### src/decode_pkg.sv
package decode_pkg;

    localparam int xlen = 32;

    localparam logic [6:0] op_lui = 7'b0110111;
    localparam logic [6:0] op_auipc = 7'b0010111;
    localparam logic [6:0] op_jal = 7'b1101111;
    localparam logic [6:0] op_jalr = 7'b1100111;
    localparam logic [6:0] op_branch = 7'b1100011;
    localparam logic [6:0] op_load = 7'b0000011;
    localparam logic [6:0] op_store = 7'b0100011;
    localparam logic [6:0] op_imm = 7'b0010011;
    localparam logic [6:0] op_reg = 7'b0110011;
    localparam logic [6:0] op_fence = 7'b0001111;
    localparam logic [6:0] op_system = 7'b1110011;

    // Machine cause codes.
    localparam logic [3:0] except_illegal_instruction = 4'd2;
    localparam logic [3:0] except_breakpoint = 4'd3;
    localparam logic [3:0] except_env_call = 4'd11;

    typedef enum logic [3:0] {
        alu_add, alu_sub, alu_sll, alu_slt, alu_sltu,
        alu_xor, alu_srl, alu_sra, alu_or, alu_and
    } alu_op_type;

    typedef enum logic [2:0] {
        bcu_beq, bcu_bne, bcu_blt, bcu_bge, bcu_bltu, bcu_bgeu
    } bcu_op_type;

    typedef enum logic [2:0] {
        lsu_lb, lsu_lh, lsu_lw, lsu_lbu, lsu_lhu, lsu_sb, lsu_sh, lsu_sw
    } lsu_op_type;

    typedef struct packed {
        logic [xlen-1:0] pc;
        logic [31:0] instr;
        logic taken; // Fetch predicted a taken jump.
    } fetch_type;

    typedef struct packed {
        logic jump;
        logic [xlen-1:0] address;
        logic fence;
    } redirect_type;

    typedef struct packed {
        logic load;
        logic fence;
        logic [4:0] waddr;
    } stage_info_type;

    typedef struct packed {
        logic wren;
        logic [4:0] waddr;
        logic [xlen-1:0] wdata;
    } writeback_type;

    typedef struct packed {
        logic rden1;
        logic rden2;
        logic [4:0] raddr1;
        logic [4:0] raddr2;
    } register_read_type;

    typedef struct packed {
        logic valid;
        logic [xlen-1:0] imm;
        logic [4:0] waddr;
        logic [4:0] raddr1;
        logic [4:0] raddr2;
        logic wren;
        logic rden1;
        logic rden2;
        logic lui;
        logic auipc;
        logic jal;
        logic jalr;
        logic branch;
        logic load;
        logic store;
        logic fence;
        logic ecall;
        logic ebreak;
        alu_op_type alu_op;
        bcu_op_type bcu_op;
        lsu_op_type lsu_op;
    } decoder_out_type;

    typedef struct packed {
        decoder_out_type ctrl;
        logic [xlen-1:0] pc;
        logic [xlen-1:0] npc;
        logic taken;
        logic return_push;
        logic return_pop;
        logic jump_uncond;
        logic jump_rest;
        logic exception;
        logic [3:0] ecause;
        logic [xlen-1:0] etval;
        logic stall;
        logic clear;
    } decode_out_type;

    localparam decoder_out_type init_decoder_out = '{
        valid: 1'b1, alu_op: alu_add, bcu_op: bcu_beq, lsu_op: lsu_lb, default: '0
    };

    // Valid is set so that the reset value does not read as an illegal instruction.
    localparam decode_out_type init_decode_out = '{ctrl: init_decoder_out, default: '0};

endpackage

### src/decode_stage.sv
`timescale 1ns/1ps

module decode_stage (
    input logic clock,
    input logic reset,
    input decode_pkg::fetch_type fetch,
    input decode_pkg::redirect_type redirect,
    input decode_pkg::stage_info_type exec_info,
    input decode_pkg::stage_info_type mem_info,
    input logic trap,
    input logic backend_stall,
    output logic [31:0] instr,
    input decode_pkg::decoder_out_type base_out,
    input decode_pkg::decoder_out_type compressed_out,
    output decode_pkg::register_read_type register_read,
    output decode_pkg::decode_out_type q
);
    import decode_pkg::*;

    fetch_type held;
    fetch_type current;
    decoder_out_type ctrl;
    decode_out_type d;
    logic compressed;
    logic link_waddr;
    logic link_raddr1;

    // A stalled instruction is decoded again from the held copy.
    assign current = q.stall ? held : fetch;
    assign instr = current.instr;
    assign compressed = (current.instr[1:0] != 2'b11);
    assign ctrl = compressed ? compressed_out : base_out;

    assign link_waddr = (ctrl.waddr == 5'd1) || (ctrl.waddr == 5'd5);
    assign link_raddr1 = (ctrl.raddr1 == 5'd1) || (ctrl.raddr1 == 5'd5);

    assign register_read.rden1 = ctrl.rden1;
    assign register_read.rden2 = ctrl.rden2;
    assign register_read.raddr1 = ctrl.raddr1;
    assign register_read.raddr2 = ctrl.raddr2;

    always_comb begin
        d = init_decode_out;
        d.ctrl = ctrl;
        d.pc = current.pc;
        d.npc = current.pc + (compressed ? 32'd2 : 32'd4);
        d.taken = current.taken;

        if (ctrl.jal) begin
            if (link_waddr) begin
                d.return_push = 1'b1;
            end else if (ctrl.waddr == 5'd0) begin
                d.jump_uncond = 1'b1;
            end else begin
                d.jump_rest = 1'b1;
            end
        end

        if (ctrl.jalr) begin
            if (!link_waddr && link_raddr1) begin
                d.return_pop = 1'b1;
            end else if (link_waddr) begin
                d.return_push = 1'b1; // Pop as well when the two links differ.
                d.return_pop = link_raddr1 && (ctrl.waddr != ctrl.raddr1);
            end else begin
                d.jump_rest = 1'b1;
            end
        end

        d.exception = !ctrl.valid || ctrl.ebreak || ctrl.ecall;
        if (!ctrl.valid) begin
            d.ecause = except_illegal_instruction;
        end else if (ctrl.ebreak) begin
            d.ecause = except_breakpoint;
        end else if (ctrl.ecall) begin
            d.ecause = except_env_call;
        end
        if (d.exception) begin
            d.etval = compressed ? {16'b0, current.instr[15:0]} : current.instr;
        end

        d.clear = trap || redirect.fence || (redirect.jump != current.taken) ||
                  (redirect.jump && current.taken && redirect.address != current.pc);

        d.stall = exec_info.fence || mem_info.fence ||
                  (exec_info.load && ((ctrl.rden1 && exec_info.waddr == ctrl.raddr1) ||
                                      (ctrl.rden2 && exec_info.waddr == ctrl.raddr2)));

        // Both a stall and a clear turn the slot into a bubble.
        if (d.stall || d.clear) begin
            d.ctrl.valid = 1'b0;
            d.ctrl.wren = 1'b0;
            d.ctrl.rden1 = 1'b0;
            d.ctrl.rden2 = 1'b0;
            d.ctrl.lui = 1'b0;
            d.ctrl.auipc = 1'b0;
            d.ctrl.jal = 1'b0;
            d.ctrl.jalr = 1'b0;
            d.ctrl.branch = 1'b0;
            d.ctrl.load = 1'b0;
            d.ctrl.store = 1'b0;
            d.ctrl.fence = 1'b0;
            d.ctrl.ecall = 1'b0;
            d.ctrl.ebreak = 1'b0;
            d.taken = 1'b0;
            d.return_push = 1'b0;
            d.return_pop = 1'b0;
            d.jump_uncond = 1'b0;
            d.jump_rest = 1'b0;
            d.exception = 1'b0;
        end
        if (d.clear) begin
            d.stall = 1'b0;
        end
    end

    always_ff @(posedge clock) begin
        if (!reset) begin
            q <= init_decode_out;
        end else if (!backend_stall) begin
            q <= d;
        end
    end

    always_ff @(posedge clock) begin
        if (!backend_stall) begin
            held <= current;
        end
    end

    assert property (@(posedge clock) disable iff (!reset) !(q.stall && q.clear))
        else $error("decode stage reports stall and clear together");

    // A bubble taken in must leave the stage with no live control or trap.
    assert property (@(posedge clock) disable iff (!reset)
        (d.stall || d.clear) && !backend_stall |=>
            !q.ctrl.valid && !q.ctrl.wren && !q.ctrl.store && !q.exception)
        else $error("decode bubble carries live controls");

endmodule

### src/decode_top.sv
`timescale 1ns/1ps

module decode_top (
    input logic clock,
    input logic reset,
    input decode_pkg::fetch_type fetch,
    input decode_pkg::redirect_type redirect,
    input decode_pkg::stage_info_type exec_info,
    input decode_pkg::stage_info_type mem_info,
    input logic trap,
    input logic backend_stall,
    input decode_pkg::writeback_type writeback,
    output decode_pkg::decode_out_type q,
    output logic [31:0] rdata1,
    output logic [31:0] rdata2
);
    import decode_pkg::*;

    logic [31:0] instr;
    decoder_out_type base_out;
    decoder_out_type compressed_out;
    register_read_type register_read;

    decode_stage decode_stage_inst (
        .clock(clock),
        .reset(reset),
        .fetch(fetch),
        .redirect(redirect),
        .exec_info(exec_info),
        .mem_info(mem_info),
        .trap(trap),
        .backend_stall(backend_stall),
        .instr(instr),
        .base_out(base_out),
        .compressed_out(compressed_out),
        .register_read(register_read),
        .q(q)
    );

    rv_decoder rv_decoder_inst (
        .instr(instr),
        .result(base_out)
    );

    rvc_decoder rvc_decoder_inst (
        .instr(instr[15:0]),
        .result(compressed_out)
    );

    // The read port holds with the stage so rdata stays aligned with q.
    register_file register_file_inst (
        .clock(clock),
        .reset(reset),
        .hold(backend_stall),
        .read(register_read),
        .writeback(writeback),
        .rdata1(rdata1),
        .rdata2(rdata2)
    );

endmodule

### src/register_file.sv
`timescale 1ns/1ps

module register_file (
    input logic clock,
    input logic reset,
    input logic hold,
    input decode_pkg::register_read_type read,
    input decode_pkg::writeback_type writeback,
    output logic [31:0] rdata1,
    output logic [31:0] rdata2
);
    import decode_pkg::*;

    logic [xlen-1:0] regs [0:31];

    // Reads see a write to the same register in the same cycle.
    function automatic logic [xlen-1:0] bypass(input logic [4:0] addr,
                                               input logic [xlen-1:0] stored,
                                               input writeback_type wb);
        if (addr == 5'd0) return '0;
        if (wb.wren && wb.waddr == addr) return wb.wdata;
        return stored;
    endfunction

    always_ff @(posedge clock) begin
        if (writeback.wren && writeback.waddr != 5'd0) begin
            regs[writeback.waddr] <= writeback.wdata;
        end
    end

    always_ff @(posedge clock) begin
        if (!reset) begin
            rdata1 <= '0;
            rdata2 <= '0;
        end else if (!hold) begin
            if (read.rden1) rdata1 <= bypass(read.raddr1, regs[read.raddr1], writeback);
            if (read.rden2) rdata2 <= bypass(read.raddr2, regs[read.raddr2], writeback);
        end
    end

    assert property (@(posedge clock) disable iff (!reset)
        writeback.wren && writeback.waddr == 5'd0 && !hold &&
        read.rden1 && read.raddr1 == 5'd0 |=> rdata1 == '0)
        else $error("write to x0 became visible");

endmodule

### src/rv_decoder.sv
`timescale 1ns/1ps

module rv_decoder (
    input logic [31:0] instr,
    output decode_pkg::decoder_out_type result
);
    import decode_pkg::*;

    logic [6:0] opcode;
    logic [2:0] funct3;
    logic [6:0] funct7;
    logic [31:0] imm_i;
    logic [31:0] imm_s;
    logic [31:0] imm_b;
    logic [31:0] imm_u;
    logic [31:0] imm_j;

    function automatic alu_op_type alu_select(input logic [2:0] f3, input logic alt);
        case (f3)
            3'b000: return alt ? alu_sub : alu_add;
            3'b001: return alu_sll;
            3'b010: return alu_slt;
            3'b011: return alu_sltu;
            3'b100: return alu_xor;
            3'b101: return alt ? alu_sra : alu_srl;
            3'b110: return alu_or;
            default: return alu_and;
        endcase
    endfunction

    assign opcode = instr[6:0];
    assign funct3 = instr[14:12];
    assign funct7 = instr[31:25];

    assign imm_i = {{20{instr[31]}}, instr[31:20]};
    assign imm_s = {{20{instr[31]}}, instr[31:25], instr[11:7]};
    assign imm_b = {{19{instr[31]}}, instr[31], instr[7], instr[30:25], instr[11:8], 1'b0};
    assign imm_u = {instr[31:12], 12'b0};
    assign imm_j = {{11{instr[31]}}, instr[31], instr[19:12], instr[20], instr[30:21], 1'b0};

    always_comb begin
        result = init_decoder_out;
        result.waddr = instr[11:7];
        result.raddr1 = instr[19:15];
        result.raddr2 = instr[24:20];
        case (opcode)
            op_lui, op_auipc: begin
                result.imm = imm_u;
                result.wren = 1'b1;
                result.lui = (opcode == op_lui);
                result.auipc = (opcode == op_auipc);
            end
            op_jal: begin
                result.imm = imm_j;
                result.wren = 1'b1;
                result.jal = 1'b1;
            end
            op_jalr: begin
                result.imm = imm_i;
                result.wren = 1'b1;
                result.rden1 = 1'b1;
                result.jalr = 1'b1;
                result.valid = (funct3 == 3'b000);
            end
            op_branch: begin
                result.imm = imm_b;
                result.rden1 = 1'b1;
                result.rden2 = 1'b1;
                result.branch = 1'b1;
                case (funct3)
                    3'b000: result.bcu_op = bcu_beq;
                    3'b001: result.bcu_op = bcu_bne;
                    3'b100: result.bcu_op = bcu_blt;
                    3'b101: result.bcu_op = bcu_bge;
                    3'b110: result.bcu_op = bcu_bltu;
                    3'b111: result.bcu_op = bcu_bgeu;
                    default: result.valid = 1'b0;
                endcase
            end
            op_load: begin
                result.imm = imm_i;
                result.wren = 1'b1;
                result.rden1 = 1'b1;
                result.load = 1'b1;
                case (funct3)
                    3'b000: result.lsu_op = lsu_lb;
                    3'b001: result.lsu_op = lsu_lh;
                    3'b010: result.lsu_op = lsu_lw;
                    3'b100: result.lsu_op = lsu_lbu;
                    3'b101: result.lsu_op = lsu_lhu;
                    default: result.valid = 1'b0;
                endcase
            end
            op_store: begin
                result.imm = imm_s;
                result.rden1 = 1'b1;
                result.rden2 = 1'b1;
                result.store = 1'b1;
                case (funct3)
                    3'b000: result.lsu_op = lsu_sb;
                    3'b001: result.lsu_op = lsu_sh;
                    3'b010: result.lsu_op = lsu_sw;
                    default: result.valid = 1'b0;
                endcase
            end
            op_imm: begin
                result.imm = imm_i;
                result.wren = 1'b1;
                result.rden1 = 1'b1;
                result.alu_op = alu_select(funct3, (funct3 == 3'b101) && funct7[5]);
                // Shift amounts only take the low five bits of the immediate.
                if (funct3 == 3'b001) begin
                    result.valid = (funct7 == 7'b0000000);
                end else if (funct3 == 3'b101) begin
                    result.valid = (funct7 == 7'b0000000) || (funct7 == 7'b0100000);
                end
            end
            op_reg: begin
                result.wren = 1'b1;
                result.rden1 = 1'b1;
                result.rden2 = 1'b1;
                result.alu_op = alu_select(funct3, funct7[5]);
                result.valid = (funct7 == 7'b0000000) ||
                    (funct7 == 7'b0100000 && (funct3 == 3'b000 || funct3 == 3'b101));
            end
            op_fence: begin
                result.fence = 1'b1;
                result.valid = (funct3 == 3'b000);
            end
            op_system: begin
                result.ecall = (instr == 32'h0000_0073);
                result.ebreak = (instr == 32'h0010_0073);
                result.valid = result.ecall || result.ebreak; // No CSR access here.
            end
            default: result.valid = 1'b0;
        endcase
    end

endmodule

### src/rvc_decoder.sv
`timescale 1ns/1ps

module rvc_decoder (
    input logic [15:0] instr,
    output decode_pkg::decoder_out_type result
);
    import decode_pkg::*;

    logic [4:0] rd;
    logic [4:0] rs2;
    logic [4:0] rd_short;
    logic [4:0] rs1_short;
    logic [31:0] imm_addi;
    logic [31:0] imm_lw;
    logic [31:0] imm_j;

    assign rd = instr[11:7];
    assign rs2 = instr[6:2];
    assign rd_short = {2'b01, instr[4:2]}; // Three-bit fields cover x8 to x15.
    assign rs1_short = {2'b01, instr[9:7]};

    assign imm_addi = {{26{instr[12]}}, instr[12], instr[6:2]};
    assign imm_lw = {25'b0, instr[5], instr[12:10], instr[6], 2'b00};
    assign imm_j = {{20{instr[12]}}, instr[12], instr[8], instr[10:9], instr[6],
                    instr[7], instr[2], instr[11], instr[5:3], 1'b0};

    always_comb begin
        result = init_decoder_out;
        result.valid = 1'b0;
        case ({instr[1:0], instr[15:13]})
            5'b01_000, 5'b01_010: begin // C.ADDI and C.LI.
                result.valid = 1'b1;
                result.imm = imm_addi;
                result.waddr = rd;
                result.raddr1 = instr[14] ? 5'd0 : rd;
                result.wren = 1'b1;
                result.rden1 = 1'b1;
            end
            5'b00_010: begin // C.LW.
                result.valid = 1'b1;
                result.imm = imm_lw;
                result.waddr = rd_short;
                result.raddr1 = rs1_short;
                result.wren = 1'b1;
                result.rden1 = 1'b1;
                result.load = 1'b1;
                result.lsu_op = lsu_lw;
            end
            5'b00_110: begin // C.SW.
                result.valid = 1'b1;
                result.imm = imm_lw;
                result.raddr1 = rs1_short;
                result.raddr2 = rd_short;
                result.rden1 = 1'b1;
                result.rden2 = 1'b1;
                result.store = 1'b1;
                result.lsu_op = lsu_sw;
            end
            5'b01_101: begin
                result.valid = 1'b1;
                result.imm = imm_j;
                result.wren = 1'b1;
                result.jal = 1'b1;
            end
            5'b10_100: begin
                if (rs2 == 5'd0 && !(instr[12] == 1'b0 && rd == 5'd0)) begin
                    // C.EBREAK when rs1 is zero, otherwise C.JR or C.JALR.
                    result.valid = 1'b1;
                    result.ebreak = instr[12] && rd == 5'd0;
                    result.jalr = !result.ebreak;
                    result.waddr = {4'b0, instr[12]};
                    result.raddr1 = rd;
                    result.wren = result.jalr;
                    result.rden1 = result.jalr;
                end else if (rs2 != 5'd0) begin
                    // C.MV adds to x0, C.ADD adds to rd.
                    result.valid = 1'b1;
                    result.waddr = rd;
                    result.raddr1 = instr[12] ? rd : 5'd0;
                    result.raddr2 = rs2;
                    result.wren = 1'b1;
                    result.rden1 = 1'b1;
                    result.rden2 = 1'b1;
                end
            end
            default: ;
        endcase
    end

endmodule
### config.mk
export PLATFORM = sky130hd
export DESIGN_NAME = decode_top
export DESIGN_NICKNAME = d
export VERILOG_FILES = /design/src/decode_pkg.sv /design/src/decode_stage.sv /design/src/decode_top.sv /design/src/register_file.sv /design/src/rv_decoder.sv /design/src/rvc_decoder.sv
export SDC_FILE = /design/constraint.sdc
export NUM_CORES = 2
export LEC_CHECK = 0
export ABC_AREA = 1
export BUFFER_PORTS_ARGS = -buffer_cell sky130_fd_sc_hd__buf_2
export CAP_MARGIN = 30
export CORE_ASPECT_RATIO = 1.5
export CORE_MARGIN = 5
export CORE_UTILIZATION = 49
export DETAILED_ROUTE_END_ITERATION = 6
export PLACE_DENSITY = 0.62
export SETUP_SLACK_MARGIN = 0.2
export SLEW_MARGIN = 10
export SYNTH_ARGS = -nofsm -noshare
export SYNTH_HDL_FRONTEND = slang
export SYNTH_SLANG_ARGS = --single-unit
### constraint.sdc
create_clock -name clock -period 9.25 [get_ports clock]
set_input_delay 0.4625 -clock clock [delete_from_list [all_inputs] [get_ports clock]]
set_output_delay 0.4625 -clock clock [all_outputs]
set_load 0.005 [all_outputs]
== After elaboration in Yosys (flattened, before gate mapping) ==
Memory sizes are Yosys's and may differ from the RTL's.
Index checks and enable logic that the tools add are counted.

* Flip-flop bits (word level): 308
* Memory bits (writable): 1024
* Input bits: 155
* Output and inout port bits: 243
* Word-level logic and storage cells: 249
* Memories kept: 1

{| class="wikitable"
|+ Memory list
! name !! depth !! bits a word !! read ports !! clocked after Yosys merged registers in !! wr ports !! RTL line !! RTL
|-
| register_file_inst.regs || 32 || 32 || 2 || 0 || 1 || register_file.sv:14 || <nowiki>logic [xlen-1:0] regs [0:31];</nowiki>
|}

* Add/sub/neg operators: 1
* Equality and inequality tests: 39
* Multiplexer cells: 108
* Bitwise logic cells: 2
* Reductions and logical operators: 60

{| class="wikitable"
|+ Operators by type and width
! operator !! number
|-
| 32-bit 2-to-1 mux || 10
|-
| 32-bit one-hot mux with 5 select lines || 1
|-
| 32-bit one-hot mux with 3 select lines || 1
|-
| 71-bit 2-to-1 mux || 1
|-
| 65-bit 2-to-1 mux || 1
|-
| 1-bit 2-to-1 mux || 59
|-
| 4-bit one-hot mux with 7 select lines || 2
|-
| 32-bit adder || 1
|-
| 32-bit by 21-bit equality test with 1-bit output (second input constant) || 1
|-
| 32-bit by 7-bit equality test with 1-bit output (second input constant) || 1
|-
| 32-bit inequality test || 1
|-
| 5-bit one-hot mux with 3 select lines || 2
|-
| 7-bit by 6-bit equality test with 1-bit output (second input constant) || 4
|-
| 7-bit equality test (second input constant) || 4
|-
| 5-bit logical NOT || 5
|-
| 5-bit equality test || 4
|-
| 18-bit 2-to-1 mux || 1
|-
| 5-bit by 3-bit equality test with 1-bit output (second input constant) || 3
|-
| 5-bit by 4-bit equality test with 1-bit output (second input constant) || 3
|-
| 1-bit logical AND || 15
|-
| 1-bit logical OR || 15
|-
| 5-bit 2-to-1 mux || 3
|-
| 3-bit one-hot mux with 5 select lines || 1
|-
| 7-bit by 5-bit equality test with 1-bit output (second input constant) || 2
|-
| 36 further kinds || 69
|}

== Depth between registers and ports, before layout ==
* Word-level depth: 19
* Mapped depth: 26
* Gate-level depth less buffers: 23

== By module ==
From an unflattened synthesis, not the netlist that was laid out.

* Cell total of the unflattened synthesis: 9120
* Area, all modules: 71337.2 sq um

{| class="wikitable"
|+ By module, submodules not included
! module !! times used !! cells each !! area an instance (sq um) !! sequential area each (sq um)
|-
| register_file || 1 || 7021 || 56854.5 || 32030.7
|-
| decode_stage || 1 || 1695 || 12398.1 || 5495.3
|-
| rv_decoder || 1 || 259 || 1317.5 || 0.0
|-
| rvc_decoder || 1 || 145 || 767.0 || 0.0
|}

== Least setup slack after synthesis ==
Ideal clock, no wire load.

* Path type: input -> register
* Start: input backend_stall
* End: register decode_stage_inst.held[0] (netlist name) (enable)
* Setup time: 0.454 ns
* Data arrival time: 3.319 ns
* Required time: 8.796 ns
* Slack: 5.477 ns
* Stages: 5
* Path buffers: 4
* Cell sequence: clkbuf_1 clkinv_1 clkbuf_1 clkbuf_1 buf_1

{| class="wikitable"
|+ RTL lines
! element !! RTL line !! RTL
|-
| from (decl) || decode_top.sv:11 || <nowiki>input logic backend_stall,</nowiki>
|-
| to (signal assigned) || decode_stage.sv:127 || <nowiki>held <= current;</nowiki>
|-
| to (decl) || decode_stage.sv:20 || <nowiki>fetch_type held;</nowiki>
|}

No word-level cell between the ends.

==> parameters.txt <==
Parameter                              Value

Status
  Run status ... complete, but fails checks
  Violated checks ... DRC

Floorplanning
  Initial cell density of the core ... 49.1%
  Height of the die ... 463 um
  Ports placed on the boundary ... 398
  Overall die area ... 144000 um^2
  Core area ... 136000 um^2
  Horiz. Die Dim ... 312 um
  Std-Cell Rows ... 166

Synthesis
  Mean cell area of the mapped netlist ... 8.53 um^2
  Synthesis-stage register bit count ... 1330
  Yosys Warn Count ... 0
  EDFF count, synth ... 1089
  Netlist area before placement ... 67000 um^2
  Share of synthesized registers carrying an async set or reset ... 0%
  Yosys cell types ... 58
  Portion of the post-synthesis area used by sequential elements ... 56.0%
  Main flop type after synthesis ... edfxtp_1
  Cells after synthesis ... 7846

Route
  DRT antenna net count ... 0
  Routed len/inst ... 25.2 um
  Via count ... 59757
  Drt first-iter violations ... 6959
  DR pass1 iterations ... 7
  Detailed-route vias per instance ... 6.06
  DRC ... 1
  Sum of routed wire length over all layers ... 249000 um

Clock tree
  Number of clock sinks ... 1330
  TritonCTS Buffers ... 134
  Clock Latency Late Sink ... 800 ps
  Post-CTS Repair Setup Buffers ... 0
  Root cell of the clock tree ... clkbuf_16
  Clock H-tree levels ... 4
  Clk buf depth ... 3
  Clock input transition at the sequential cells of the worst setup and hold paths ... 60 ps
  CTS tree ... yes

Setup path
  Minimum setup slack among reg-to-reg paths ... 3080 ps
  Launch point of the worst path ... decode_stage_inst.q[1]
  Capture point of the worst path ... register_file_inst.rdata2[2]
  Top fanout value on the critical path ... 60
  Terminus of the critical flop-to-flop path ... register_file_inst.rdata2[2]
  Critical path data required time ... 9890 ps
  Startpoint kind of the worst setup timing path ... flop
  Beginning of the worst register-to-register path ... decode_stage_inst.q[1]
  Worst Setup End Kind ... flop
  Worst Path Arrival ... 6810 ps
  Kind of critical path ... reg -> reg
  FF-to-FF path depth ... 20

Timing
  Post-Route Skew ... 37.4 ps
  Final min period ... 6170 ps
  Fmax achieved ... 162 MHz
  Count of endpoints failing hold in the final timing report ... 0
  Period Utilization, post-route ... 66.7%
  Slew HR ... 25.2%
  RSZ-0062 raised after global routing ... no
  Worst-Margin Slew ... 1120 ps
  Max-slew violation total from the final report ... 0
  Number of failing setup endpoints in the final timing report ... 0
  Total negative slack ... 0 ps

Power and ir drop
  Maximum vdd drop ... 0.201 mV
  Overall power after layout ... 0.0142 W
  Static leakage power ... 29.9 nW
  Areal power density over the cells ... 190 nW/um^2

Finish
  Number of fillers in the final layout ... 12286
  Net total in the final layout ... 8137
  Layout-stage area growth over the synthesis result ... 11.7%
  Count of placed standard cells in the final layout, fillers left out ... 9863
  Share of post-route cells with drive strength above 1 ... 10.6%

GRT
  Initial antenna violation count ... 17
  Global-route wire length before repair ... 362000 um
  Maximum number of pins on one net before global-route repair ... 197
  All-Layer GR Usage ... 33.2%
  Via count of the first global-routing pass ... 56723
  Grt ovf ... 0

Placed design
  Buffers on Ports ... 390
  Cell count after placement ... 9590
  Placed wire-length estimate after detailed placement ... 143000 um
  Final estimated routing congestion in global placement ... 0.955

Hold path
  Worst min-delay path class ... in -> reg

Flow run
  # Max-Cap Violations ... 0
[flip-flops by register name, indices dropped and copies added (netlist names)]
| register | cells |
|---|---|
| decode_stage_inst.held | 65 |
| decode_stage_inst.q | 177 |
| register_file_inst.rdata1 | 32 |
| register_file_inst.rdata2 | 32 |
| register_file_inst.regs | 1024 |
[cell families (layout without fill, tap and decap cells)]
family,Yosys count,after routing,share of synthesized area (%)
AOI/OAI and AO/OA,1121,1121,9.10
and+or+nand+nor,4233,4233,27.1
DFF,1330,1330,56.0
xor gates and xnor gates,42,42,0.549
buffers and inverters,1115,1327,7.14
other,1,42,0.00560
adders and majority gates,4,4,0.0860
[power by group]
| part | internal, W | total, W | switching, W |
|---|---|---|---|
| clock | 0.00326 | 0.00564 | 0.00238 |
| sequential | 0.00661 | 0.00667 | 0.0000616 |
| combinational | 0.000507 | 0.00189 | 0.00139 |
[worst max-delay path: stages (launching register included)]
cell	delay (ps)
dfxtp_2	430
inv_2	160
buf_4	560
nand2_1	140
o21ai_2	190
nand2_4	310
inv_2	460
nand2_1	150
nand2_2	90
buf_4	690
inv_2	630
buf_4	490
nand2_1	110
nand3_1	70
a21oi_1	130
nand4_1	150
buf_4	370
o21ai_1	210
inv_1	50
nand2_1	390
a21oi_1	120
[what timing repair did]
action / 4_1_cts / 5_1_grt
setup endpoints to repair: 0 / 0
resized for setup: 0 / 0
hold buffers: 14 / 0
endpoints found under the hold margin: 14 / 0
[layout by cell type (no fill, tap or decap), drive strengths merged, types with 13 or more instances in the layout]
cell type,synthesis,final
conb,1,33
inv,563,570
nor3,32,32
o211ai,98,98
nand2,2431,2431
nor2,303,303
edfxtp,1089,1089
dlygate4sd3,0,14
dfxtp,241,241
nand3,1364,1364
nand3b,34,34
a31oi,21,21
a21oi,433,433
buf,337,500
o21ai,520,520
xnor2,16,16
xor2,26,26
clkinv,2,36
nand4,39,39
o221ai,13,13
clkbuf,213,191
or2,16,16
[how the worst min path moves through the flow]
stage | startpoint | end | slack [ps] | cells after the start
6_report | fetch[45] | decode_stage_inst.held[45] | 50 | 3
5_1_grt | fetch[47] | decode_stage_inst.held[47] | 50 | 3
4_1_cts | fetch[45] | decode_stage_inst.held[45] | 5 | 3
3_5_place_dp | register_file_inst.rdata1[22] | register_file_inst.rdata1[22] | 450 | 2
3_3_place_gp | decode_stage_inst.q[118] | decode_stage_inst.q[118] | 450 | 2
2_1_floorplan | register_file_inst.rdata2[24] | register_file_inst.rdata2[24] | 460 | 2
[per-stage QoR]
stage | hold slack [ps] | area [um^2] | utilization, % | setup WS [ps]
4_1_cts | 4.96 | 74700 | 54.8 | 3230
5_1_grt | 45.9 | 74800 | 54.9 | 2850
6_report | 49.4 | 74800 | 54.9 | 3080
2_1_floorplan | 462 | 67100 | - | 5480
3_3_place_gp | 451 | 69900 | 51.3 | 3320
3_5_place_dp | 453 | 70100 | 51.4 | 3240
[cell type report]
class / instances / area, um^2 / area share [%]
flip-flops and latches: 1330 / 37500 / 50.2
inverters: 565 / 2150 / 2.87
repair buffers: 514 / 3220 / 4.30
clock buffers: 191 / 3900 / 5.21
diodes: 9 / 22.5 / 0.0301
clock inverters: 57 / 622 / 0.832
multi-input cells: 5433 / 25100 / 33.6
well taps: 1764 / 2210 / 2.95
[metal layers]
metal  GRT usage (%)  vias up  wire length (um)
met1            40.3    28426             89400
li1                -    26870                 -
met5               0        -                 0
met4            20.1        0             17400
met2            55.1     3594            117000
met3            6.29      867             25300
[cell usage after synthesis, drive strengths merged, types with 2 or more instances]
cell type,instances,area [um^2]
inv,563,2110
nor3,32,165
nor2,303,1210
buf,337,1860
o31ai,8,73.8
nand3b,34,255
nor4,9,71.3
a31oi,21,138
or2,16,100
nand4,39,250
a22oi,3,22.5
o211ai,98,736
o221ai,13,114
edfxtp,1089,32700
a221oi,3,26.3
xor2,26,228
a21oi,433,2180
and3,2,12.5
ha,3,37.5
o21a,5,37.5
clkinv,2,7.51
xnor2,16,140
clkbuf,213,800
dfxtp,241,4820
nand3,1364,6840
o21ai,520,2640
nand2,2431,9210
o22ai,12,75.1
No activity file was read; power rests on OpenSTA's default activity.
